===== config.mk =====
export PLATFORM = sky130hd
export DESIGN_NAME = inst_decode
export DESIGN_NICKNAME = d
export VERILOG_FILES = /design/src/design/decode_pkg.sv /design/src/design/inst_decode.sv /design/src/design/operand_select.sv /design/src/design/imm_gen.sv /design/src/design/ctrl_decode.sv
export SDC_FILE = /design/constraint.sdc
export NUM_CORES = 1
export LEC_CHECK = 0
export ABC_AREA = 1
export BUFFER_PORTS_ARGS = -buffer_cell sky130_fd_sc_hd__clkbuf_2
export CAP_MARGIN = 20
export CELL_PAD_IN_SITES_DETAIL_PLACEMENT = 2
export CELL_PAD_IN_SITES_GLOBAL_PLACEMENT = 2
export CORE_MARGIN = 3
export CORE_UTILIZATION = 26
export CTS_BUF_LIST = sky130_fd_sc_hd__clkbuf_8
export DETAILED_ROUTE_END_ITERATION = 10
export MAX_ROUTING_LAYER = met4
export PLACE_DENSITY = 0.78
export SLEW_MARGIN = 20
export SYNTH_ARGS = -nofsm -noshare
export SYNTH_HDL_FRONTEND = slang
export SYNTH_HIERARCHICAL = 1
export SYNTH_SLANG_ARGS = --single-unit
export TNS_END_PERCENT = 30

===== constraint.sdc =====
create_clock -name clk_i -period 0.8 [get_ports clk_i]
set_input_delay 0 -clock clk_i [delete_from_list [all_inputs] [get_ports clk_i]]
set_output_delay 0 -clock clk_i [all_outputs]
set_load 0.005 [all_outputs]

===== src/design/decode_pkg.sv =====
package decode_pkg;

    // basic word types
    typedef logic [31:0] xlen_t;
    typedef logic [31:0] inst_t;
    typedef logic [4:0]  reg_addr_t;

    // RV32I major opcodes kept by this stage
    typedef enum logic [6:0] {
        OPC_R_TYPE = 7'b0110011,
        OPC_I_TYPE = 7'b0010011,
        OPC_LOAD   = 7'b0000011,
        OPC_STORE  = 7'b0100011,
        OPC_BRANCH = 7'b1100011,
        OPC_LUI    = 7'b0110111,
        OPC_AUIPC  = 7'b0010111,
        OPC_JAL    = 7'b1101111,
        OPC_JALR   = 7'b1100111
    } opcode_e;

    // load widths
    localparam logic [2:0] F3_LB   = 3'b000;
    localparam logic [2:0] F3_LH   = 3'b001;
    localparam logic [2:0] F3_LW   = 3'b010;
    localparam logic [2:0] F3_LBU  = 3'b100;
    localparam logic [2:0] F3_LHU  = 3'b101;

    // store widths
    localparam logic [2:0] F3_SB   = 3'b000;
    localparam logic [2:0] F3_SH   = 3'b001;
    localparam logic [2:0] F3_SW   = 3'b010;

    // branch conditions
    localparam logic [2:0] F3_BEQ  = 3'b000;
    localparam logic [2:0] F3_BNE  = 3'b001;
    localparam logic [2:0] F3_BLT  = 3'b100;
    localparam logic [2:0] F3_BGE  = 3'b101;
    localparam logic [2:0] F3_BLTU = 3'b110;
    localparam logic [2:0] F3_BGEU = 3'b111;

    // immediate formats
    typedef enum logic [2:0] {
        IMM_I,
        IMM_S,
        IMM_B,
        IMM_U,
        IMM_J
    } imm_kind_e;

    // operand sources, zero first so an all-zero select is a bubble
    typedef enum logic [1:0] {OP1_ZERO, OP1_RS1, OP1_PC, OP1_IMM} op1_sel_e;
    typedef enum logic [1:0] {OP2_ZERO, OP2_RS2, OP2_IMM, OP2_FOUR} op2_sel_e;

    // jump target operand pairs
    typedef enum logic [1:0] {
        JMP_NONE,
        JMP_PC_IMM,
        JMP_RS1_IMM
    } jmp_sel_e;

    // link offset for jal and jalr
    localparam xlen_t INST_LEN = 32'd4;

endpackage

===== src/design/inst_decode.sv =====
`timescale 1ns/1ps

module inst_decode
    import decode_pkg::*;
(
    input  logic      clk_i,
    input  logic      arst_n_i,
    // from fetch
    input  logic      inst_valid_i,
    input  inst_t     inst_i,
    input  xlen_t     inst_addr_i,
    // from register file
    input  xlen_t     reg1_rdata_i,
    input  xlen_t     reg2_rdata_i,
    // from execute
    input  logic      ex_jump_flag_i,
    // to register file, same cycle
    output reg_addr_t reg1_raddr_o,
    output reg_addr_t reg2_raddr_o,
    // to execute, one cycle later
    output logic      valid_o,
    output logic      reg_wen_o,
    output reg_addr_t reg_waddr_o,
    output xlen_t     op1_o,
    output xlen_t     op2_o,
    output xlen_t     op1_jump_o,
    output xlen_t     op2_jump_o,
    output inst_t     inst_o,
    output xlen_t     inst_addr_o
);

    reg_addr_t rd;
    logic      reg_wen;
    imm_kind_e imm_kind;
    op1_sel_e  op1_sel;
    op2_sel_e  op2_sel;
    jmp_sel_e  jmp_sel;
    xlen_t     imm;

    ctrl_decode i_ctrl_decode (
        .inst_i       (inst_i),
        .reg1_raddr_o (reg1_raddr_o),
        .reg2_raddr_o (reg2_raddr_o),
        .rd_o         (rd),
        .reg_wen_o    (reg_wen),
        .imm_kind_o   (imm_kind),
        .op1_sel_o    (op1_sel),
        .op2_sel_o    (op2_sel),
        .jmp_sel_o    (jmp_sel)
    );

    imm_gen i_imm_gen (
        .inst_i     (inst_i),
        .imm_kind_i (imm_kind),
        .imm_o      (imm)
    );

    operand_select i_operand_select (
        .clk_i          (clk_i),
        .arst_n_i       (arst_n_i),
        .inst_valid_i   (inst_valid_i),
        .inst_i         (inst_i),
        .inst_addr_i    (inst_addr_i),
        .ex_jump_flag_i (ex_jump_flag_i),
        .reg1_rdata_i   (reg1_rdata_i),
        .reg2_rdata_i   (reg2_rdata_i),
        .imm_i          (imm),
        .rd_i           (rd),
        .reg_wen_i      (reg_wen),
        .op1_sel_i      (op1_sel),
        .op2_sel_i      (op2_sel),
        .jmp_sel_i      (jmp_sel),
        .valid_o        (valid_o),
        .reg_wen_o      (reg_wen_o),
        .reg_waddr_o    (reg_waddr_o),
        .op1_o          (op1_o),
        .op2_o          (op2_o),
        .op1_jump_o     (op1_jump_o),
        .op2_jump_o     (op2_jump_o),
        .inst_o         (inst_o),
        .inst_addr_o    (inst_addr_o)
    );

endmodule


===== src/design/operand_select.sv =====
`timescale 1ns/1ps

module operand_select
    import decode_pkg::*;
(
    input  logic      clk_i,
    input  logic      arst_n_i,
    // from fetch
    input  logic      inst_valid_i,
    input  inst_t     inst_i,
    input  xlen_t     inst_addr_i,
    // from execute
    input  logic      ex_jump_flag_i,
    // from register file
    input  xlen_t     reg1_rdata_i,
    input  xlen_t     reg2_rdata_i,
    // from decoders
    input  xlen_t     imm_i,
    input  reg_addr_t rd_i,
    input  logic      reg_wen_i,
    input  op1_sel_e  op1_sel_i,
    input  op2_sel_e  op2_sel_i,
    input  jmp_sel_e  jmp_sel_i,
    // to execute
    output logic      valid_o,
    output logic      reg_wen_o,
    output reg_addr_t reg_waddr_o,
    output xlen_t     op1_o,
    output xlen_t     op2_o,
    output xlen_t     op1_jump_o,
    output xlen_t     op2_jump_o,
    output inst_t     inst_o,
    output xlen_t     inst_addr_o
);

    xlen_t op1;
    xlen_t op2;
    xlen_t op1_jump;
    xlen_t op2_jump;
    logic  bubble;

    always_comb begin
        case (op1_sel_i)
            OP1_RS1: op1 = reg1_rdata_i;
            OP1_PC:  op1 = inst_addr_i;
            OP1_IMM: op1 = imm_i;
            default: op1 = '0;
        endcase

        case (op2_sel_i)
            OP2_RS2:  op2 = reg2_rdata_i;
            OP2_IMM:  op2 = imm_i;
            OP2_FOUR: op2 = INST_LEN;
            default:  op2 = '0;
        endcase

        // jump target base and offset
        case (jmp_sel_i)
            JMP_PC_IMM: begin
                op1_jump = inst_addr_i;
                op2_jump = imm_i;
            end
            JMP_RS1_IMM: begin
                op1_jump = reg1_rdata_i;
                op2_jump = imm_i;
            end
            default: begin
                op1_jump = '0;
                op2_jump = '0;
            end
        endcase
    end

    // nothing taken this cycle, or execute is redirecting
    assign bubble = ex_jump_flag_i || !inst_valid_i;

    always_ff @(posedge clk_i or negedge arst_n_i) begin
        if (!arst_n_i) begin
            valid_o     <= 1'b0;
            reg_wen_o   <= 1'b0;
            reg_waddr_o <= '0;
            op1_o       <= '0;
            op2_o       <= '0;
            op1_jump_o  <= '0;
            op2_jump_o  <= '0;
        end else if (bubble) begin
            valid_o     <= 1'b0;
            reg_wen_o   <= 1'b0;
            reg_waddr_o <= '0;
            op1_o       <= '0;
            op2_o       <= '0;
            op1_jump_o  <= '0;
            op2_jump_o  <= '0;
        end else begin
            // illegal encodings arrive here with zero selects
            valid_o     <= 1'b1;
            reg_wen_o   <= reg_wen_i;
            reg_waddr_o <= reg_wen_i ? rd_i : '0;
            op1_o       <= op1;
            op2_o       <= op2;
            op1_jump_o  <= op1_jump;
            op2_jump_o  <= op2_jump;
        end
    end

    // instruction word and address follow each taken instruction
    always_ff @(posedge clk_i) begin
        if (inst_valid_i) begin
            inst_o      <= inst_i;
            inst_addr_o <= inst_addr_i;
        end
    end

endmodule


===== src/design/imm_gen.sv =====
`timescale 1ns/1ps

module imm_gen
    import decode_pkg::*;
(
    input  inst_t     inst_i,
    input  imm_kind_e imm_kind_i,
    output xlen_t     imm_o
);

    // sign bit is always inst[31]
    logic sign;

    assign sign = inst_i[31];

    always_comb begin
        case (imm_kind_i)
            IMM_I: begin
                imm_o = {{20{sign}}, inst_i[31:20]};
            end
            IMM_S: begin
                // split field, upper part in funct7 position
                imm_o = {{20{sign}}, inst_i[31:25], inst_i[11:7]};
            end
            IMM_B: begin
                imm_o = {{19{sign}}, inst_i[31], inst_i[7], inst_i[30:25],
                         inst_i[11:8], 1'b0};
            end
            IMM_U: begin
                imm_o = {inst_i[31:12], 12'b0};
            end
            IMM_J: begin
                // offset in units of 2 bytes
                imm_o = {{11{sign}}, inst_i[31], inst_i[19:12], inst_i[20],
                         inst_i[30:21], 1'b0};
            end
            default: begin
                imm_o = '0;
            end
        endcase
    end

endmodule


===== src/design/ctrl_decode.sv =====
`timescale 1ns/1ps

module ctrl_decode
    import decode_pkg::*;
(
    input  inst_t     inst_i,
    // to register file
    output reg_addr_t reg1_raddr_o,
    output reg_addr_t reg2_raddr_o,
    // write-back control
    output reg_addr_t rd_o,
    output logic      reg_wen_o,
    // to imm_gen and operand_select
    output imm_kind_e imm_kind_o,
    output op1_sel_e  op1_sel_o,
    output op2_sel_e  op2_sel_o,
    output jmp_sel_e  jmp_sel_o
);

    opcode_e    opcode;
    logic [2:0] funct3;
    reg_addr_t  rs1;
    reg_addr_t  rs2;
    reg_addr_t  rd;

    assign opcode = opcode_e'(inst_i[6:0]);
    assign funct3 = inst_i[14:12];
    assign rs1    = inst_i[19:15];
    assign rs2    = inst_i[24:20];
    assign rd     = inst_i[11:7];

    always_comb begin
        // anything not matched below decodes as a bubble
        reg1_raddr_o = '0;
        reg2_raddr_o = '0;
        rd_o         = '0;
        reg_wen_o    = 1'b0;
        imm_kind_o   = IMM_I;
        op1_sel_o    = OP1_ZERO;
        op2_sel_o    = OP2_ZERO;
        jmp_sel_o    = JMP_NONE;

        case (opcode)
            OPC_R_TYPE: begin
                // every funct3 is a valid ALU op
                reg1_raddr_o = rs1;
                reg2_raddr_o = rs2;
                rd_o         = rd;
                reg_wen_o    = 1'b1;
                op1_sel_o    = OP1_RS1;
                op2_sel_o    = OP2_RS2;
            end
            OPC_I_TYPE: begin
                reg1_raddr_o = rs1;
                rd_o         = rd;
                reg_wen_o    = 1'b1;
                imm_kind_o   = IMM_I;
                op1_sel_o    = OP1_RS1;
                op2_sel_o    = OP2_IMM;
            end
            OPC_LOAD: begin
                if (funct3 inside {F3_LB, F3_LH, F3_LW, F3_LBU, F3_LHU}) begin
                    // base plus offset, data comes back to rd
                    reg1_raddr_o = rs1;
                    rd_o         = rd;
                    reg_wen_o    = 1'b1;
                    imm_kind_o   = IMM_I;
                    op1_sel_o    = OP1_RS1;
                    op2_sel_o    = OP2_IMM;
                end
            end
            OPC_STORE: begin
                if (funct3 inside {F3_SB, F3_SH, F3_SW}) begin
                    // rs2 is read for the store data, no write-back
                    reg1_raddr_o = rs1;
                    reg2_raddr_o = rs2;
                    imm_kind_o   = IMM_S;
                    op1_sel_o    = OP1_RS1;
                    op2_sel_o    = OP2_IMM;
                end
            end
            OPC_BRANCH: begin
                if (funct3 inside {F3_BEQ, F3_BNE, F3_BLT, F3_BGE, F3_BLTU, F3_BGEU}) begin
                    // compare rs1 with rs2, target is pc + offset
                    reg1_raddr_o = rs1;
                    reg2_raddr_o = rs2;
                    imm_kind_o   = IMM_B;
                    op1_sel_o    = OP1_RS1;
                    op2_sel_o    = OP2_RS2;
                    jmp_sel_o    = JMP_PC_IMM;
                end
            end
            OPC_LUI: begin
                rd_o       = rd;
                reg_wen_o  = 1'b1;
                imm_kind_o = IMM_U;
                op1_sel_o  = OP1_IMM;
                op2_sel_o  = OP2_ZERO;
            end
            OPC_AUIPC: begin
                rd_o       = rd;
                reg_wen_o  = 1'b1;
                imm_kind_o = IMM_U;
                op1_sel_o  = OP1_PC;
                op2_sel_o  = OP2_IMM;
            end
            OPC_JAL: begin
                // link value is pc + 4
                rd_o       = rd;
                reg_wen_o  = 1'b1;
                imm_kind_o = IMM_J;
                op1_sel_o  = OP1_PC;
                op2_sel_o  = OP2_FOUR;
                jmp_sel_o  = JMP_PC_IMM;
            end
            OPC_JALR: begin
                reg1_raddr_o = rs1;
                rd_o         = rd;
                reg_wen_o    = 1'b1;
                imm_kind_o   = IMM_I;
                op1_sel_o    = OP1_PC;
                op2_sel_o    = OP2_FOUR;
                jmp_sel_o    = JMP_RS1_IMM;
            end
            default: begin
                // unknown opcode, keep the bubble
            end
        endcase
    end

endmodule


======== Yosys cells after proc, flatten, opt, wreduce, memory -nomap -nowiden ========
Cells that the tools add are included.
word-level totals
  register bits ........................... 199
  input port bits ......................... 132
  output and inout bits ................... 209
  word-level logic and storage cells ...... 86
operators by class
  eq/ne operators ......................... 27
  muxes and demuxes ....................... 35
  reductions and logical operators ........ 15
operators by type and width
  kind                count
  $pmux 32 s3         2
  $mux 32             5
  $pmux 32 s5         1
  $pmux 32 s2         1
  $mux 5              8
  $pmux 2 s6          2
  $eq 7x6->1 const B  3
  $eq 7x7->1 const B  3
  $pmux 5 s4          1
  $eq 3x3->1 const B  5
  $pmux 5 s3          1
  $eq 7x5->1 const B  2
  $pmux 3 s4          1
  $eq 2x2->1 const B  5
  $pmux 5 s2          1
  $reduce_or 2->1     5
  $eq 3x2->1 const B  3
  $eq 7x2->1 const B  1
  $mux 1              7
  $eq 2x1->1 const B  3
  $eq 3x1->1 const B  2
  $logic_not 3->1     2
  $mux 2              3
  $pmux 2 s3          1
  other kinds (8)     9

======== Logic depth before layout (Yosys ltp) ========
  depth after elaboration ................. 8
  gate-level depth with buffers ........... 15
  gate-level depth less buffers ........... 14

======== Modules after synthesis ========
Netlist, hierarchy kept.
modules (own cells, without submodules)
  module          times used  cells an instance  area an instance (um^2)  seq. area each (um^2)
  operand_select  1           722                7,563.5                  5,300.1
  ctrl_decode     1           140                608.1                    0.0
  imm_gen         1           102                594.3                    0.0

======== Least setup slack after synthesis ========
Ideal clock, no wire load.
  kind .................................... input to register
  from .................................... in inst_i[4]
  to ...................................... reg i_operand_select.op1_o[20]
  setup time .............................. 0.114 ns
  data arrival time ....................... 1.491 ns
  required time ........................... 0.686 ns
  slack ................................... -0.805 ns
  stages .................................. 13
  buffers on the path ..................... 1
  path through ............................ inv_1 -> nand2_1 -> nor2_1 -> nand3_1 -> nand2_1 -> nand2_4 -> nand3_4 -> buf_6 -> nand3_2 -> nand3_1 -> nand3_1 -> nand2_1 -> inv_1
on the way
  cells in the longest elaborated chain, start to end .. 7
  elaborated cells between the ends (all ways) .. 25
RTL lines
  item                                      line                  source
  start: declaration                        inst_decode.sv:10     input inst_t inst_i,
  $eq 7x6->1 or $eq 7x5->1 (tied branches)  ctrl_decode.sv:43     case (opcode)
  $reduce_or 2->1 (no source line)          --
  $pmux 3 s4 *                              ctrl_decode.sv:43
  via imm_kind[0]                           inst_decode.sv:34     imm_kind_e imm_kind;
  $eq 3x3->1, or another cell as far along  imm_gen.sv:17         case (imm_kind_i)
  $pmux 32 s5 *                             imm_gen.sv:17
  via imm[20]                               inst_decode.sv:38     xlen_t imm;
  $pmux 32 s3 *                             operand_select.sv:43  case (op1_sel_i)
  $mux 32 *                                 operand_select.sv:86  end else if (bubble) begin
  end signal: assignment                    operand_select.sv:99  op1_o <= op1;
  end: declaration                          operand_select.sv:28  output xlen_t op1_o,
Mark *: on every way through the listed nets, which the timed path passes. The rest lies on a longest branch.
A chain may end at the register's enable or synchronous reset.

======== Worst setup path after layout ========
  from .................................... in inst_i[3]
  to ...................................... reg i_operand_select.op1_o[19]
The elaborated chain is that of the path after synthesis.

==> insert_results.sql <==
INSERT INTO impl_metrics (metric_group, metric, value, unit) VALUES
('clock_tree', 'ctsHtreeMaxLevel', '4', ''),
('sta', 'final-max-slew-violation-count', '0', ''),
('layout', 'diode_count', '0', ''),
('layout', 'layout.cell_area.non_filler', '16900', 'µm²'),
('sta', 'hold_violations', '22', ''),
('layout', 'final_layout_size_suffix_gt1_frac', '0.586', ''),
('place', 'post-dp-hpwl', '33.1', 'mm'),
('layout', 'final_cell_mix', 'clkbuf_2 (315), nand2_1 (157), dlygate4sd3_1 (134), dfrtp_1 (134), buf_4 (93)', ''),
('sta', 'worst_slew_margin_rel', '0.706', ''),
('floorplan', 'dieArea', '36000', 'µm²'),
('grt', 'track_usage', '0.301', ''),
('power', 'power_report.internal_total', '15.8', 'mW'),
('place', 'postPlaceCellArea', '12200', 'µm²'),
('logic_synthesis', 'synth_area', '8770', 'µm²'),
('routing', 'drtAntennaViolNets', '0', ''),
('clock_tree', 'clock_buffer_depth', '2', ''),
('sta', 'period_minus_slack', '1.44', 'ns'),
('floorplan', 'io_pins', '341', ''),
('floorplan', 'fp-row-count', '66', ''),
('routing', 'dr.pass1.iters', '5', ''),
('critical_path', 'cp_data_required_time', '1.25', 'ns'),
('place', 'place_congestion', '0.861', ''),
('floorplan', 'die_width', '190', 'µm'),
('power', 'p_seq_frac', '0.487', ''),
('min_path', 'worstHoldPathType', 'in -> async', ''),
('critical_path', 'worst-setup-path-type', 'in -> reg', ''),
('clock_tree', 'numCtsBuffers', '17', ''),
('critical_path', 'worstPathBufferInverterCount', '4', ''),
('power', 'power', '22.5', 'mW'),
('power', 'netSwitchingPower', '6.69', 'mW'),
('power', 'power.density', '1330', 'nW/µm²'),
('clock_tree', 'cts_tree', 'built', ''),
('outcome', 'failed_checks', 'hold timing, setup timing', ''),
('grt', 'first_global_vias', '11500', ''),
('routing', 'drt-initial-drc-count', '657', ''),
('routing', 'drc_errors', '0', ''),
('grt', 'first_pass_grt_wire_length', '78.0', 'mm'),
('critical_path', 'crit_arrival', '1.89', 'ns'),
('critical_path', 'timing.critical_path.cells', 'clkbuf_16, nor2_4, nand2_4, nor3_4, inv_2, nand2_8, nand2_8, nor2_4, buf_6, nand2_4, nand3_4, nand3_2, nand3_2, nand2_1, inv_1', ''),
('logic_synthesis', 'number_of_warning_messages_in_the_yosys_log', '6', ''),
('sta', 'timing.setup.tns', '-119.16', 'ns'),
('clock_tree', 'ctsRootBufferMaster', 'clkbuf_8', ''),
('routing', 'vias_per_cell', '5.13', ''),
('sta', 'report.final.setup_viol', '343', ''),
('logic_synthesis', 'syn_avg_cell_area', '9.09', 'µm²'),
('floorplan', 'core_area', '32900', 'µm²'),
('logic_synthesis', 'synth_seq_area_share', '0.605', ''),
('power', 'ir_drop', '0.00106', 'V'),
('grt', 'gr_overflow_total', '0', ''),
('routing', 'wl', '61.8', 'mm'),
('sta', 'timing_worst_slew_pin_value', '0.441', 'ns'),
('critical_path', 'worst-path-max-fanout', '8', ''),
('logic_synthesis', 'synthesis.instances', '964', ''),
('sta', 'postLayoutSetupSlackWorst', '-0.644', 'ns'),
('power', 'power.share.clock', '0.328', ''),
('outcome', 'run_status', 'complete, but fails checks', ''),
('grt', 'grt_start_max_net_pins', '40', ''),
('place', 'io_buffer_count', '340', ''),
('logic_synthesis', 'yosysUniqueCellTypes', '25', ''),
('logic_synthesis', 'total_of_flip_flops_plus_latches_after_synthesis', '199', ''),
('power', 'comb_power_share', '0.184', ''),
('layout', 'num-nets-final', '1716', ''),
('critical_path', 'timing.critical_path.slowest_stage_cell', 'nor2_4', ''),
('routing', 'drt-wirelength-per-cell', '30.4', 'µm'),
('power', 'switching_share', '0.297', ''),
('logic_synthesis', 'synth_nets', '1098', ''),
('sta', 'timing.final.crit_share', '1.81', ''),
('critical_path', 'critical_path_launch_point_type', 'input pin', ''),
('clock_tree', 'cts_sinks', '199', ''),
('critical_path', 'timing.critical_path.slowest_cell_delay', '0.26', 'ns'),
('layout', 'final_common_cell', 'clkbuf_2', ''),
('critical_path', 'critPathCaptureType', 'flip-flop', ''),
('sta', 'fmax', '0.692', 'GHz'),
('power', 'power_leakage', '8.13', 'nW'),
('sta', 'rsz_0062_raised_after_global_routing', 'yes', ''),
('routing', 'dr_total_vias', '10400', ''),
('flow_run', 'maxCapViolCount', '0', ''),
('floorplan', 'die_height', '190', 'µm'),
('grt', 'grt_antenna_before_repair', '0', ''),
('floorplan', 'initial_core_util', '0.267', ''),
('clock_tree', 'register_clock_pin_slew_on_the_reported_worst_setup_and_hold_paths', '0.11', 'ns'),
('sta', 'worst_hold_slack', '-0.0522', 'ns'),
('layout', 'layout-area-overhead-vs-synth', '93.0', '%'),
('critical_path', 'worst_path_dominant_cell_family', 'simple AND/OR/NAND/NOR gates', '');
layer usage:
| metal | track usage | vias to the layer above | part of all wire |
|---|---|---|---|
| met1 | 0.328 | 5369 | 0.38 |
| met4 | 0.138 | 0 | 0.056 |
| li1 | - | 4426 | - |
| met3 | 0.0610 | 189 | 0.051 |
| met5 | - | - | 0 |
| met2 | 0.530 | 458 | 0.52 |
Yosys cell counts (all sizes together):
library cell	count	area (µm²)
o21ai	3	15.0
nand4	22	138
a21oi	66	330
edfxtp	64	1920
nand3	190	1010
dfrtp	135	3380
ha	2	25.0
o21a	1	7.51
clkbuf	18	67.6
clkinv	1	3.75
nand2	276	1060
nor3	1	5.00
inv	59	221
buf	41	221
nor2	85	354
state kept, by name, indices dropped and copies added (netlist names):
register	cells
i_operand_select/inst_addr_o	32
i_operand_select/inst_o	32
i_operand_select/op1_jump_o	32
i_operand_select/op1_o	32
i_operand_select/op2_jump_o	32
i_operand_select/op2_o	32
i_operand_select/reg_waddr_o	5
i_operand_select/reg_wen_o	1
i_operand_select/valid_o	1
cells by family (layout without fill, tap and decap cells):
kind of cell	after synthesis	after routing	share of synthesized area
adders and majority gates	2	2	0.00285
AOI/OAI and AO/OA	70	70	0.0403
DFF	199	199	0.605
and+or+nand+nor	574	575	0.294
buffers and inverters	119	749	0.0587
cell type report:
type / instances / area (µm²)
Fill cell: 3355 / 15900
Inverter: 60 / 297
Sequential cell: 199 / 5300
Clock buffer: 19 / 262
Clock inverter: 13 / 143
Timing Repair Buffer: 657 / 5410
Multi-Input combinational cell: 647 / 4960
Tap cell: 442 / 553
final timing paths:
path                                                   end            from  slack, ns  depth (start not counted)
max in group asynchronous  i_operand_select/op2_jump_o[29]        arst_n_i       0.33                          3
min                        i_operand_select/op1_jump_o[12]        arst_n_i      -0.05                          2
min in group clk_i              i_operand_select/op1_o[10]  ex_jump_flag_i      -0.04                          5
max                             i_operand_select/op1_o[19]       inst_i[3]      -0.64                         15
metrics by stage:
step,util,std cells,worst slack (ns)
floorplan,-,964,-0.514
global placement,0.372,1801,-1.07
detailed placement,0.372,1801,-1.15
CTS,0.469,2005,-0.386
global route,0.515,2037,-0.653
finish,0.515,2037,-0.644
power by group through the flow:
stage	Combinational (mW)	Sequential (mW)	Clock [mW]
after floorplan	0.625	11.2	0
after detailed placement	2.54	11.2	0
after global routing	4.32	11.0	7.86
after CTS	3.49	10.9	7.31
final	4.15	11.0	7.39
after global placement	2.46	11.1	0
what timing repair did:
item	CTS	global route
buffers inserted	30	26
gates cloned	9	11
setup endpoints to repair	343	343
hold buffers	133	1
endpoints found under the hold margin	312	15
resized for setup	233	297
pin swaps	44	130
Note: power is estimated with default switching activity, not from simulation.
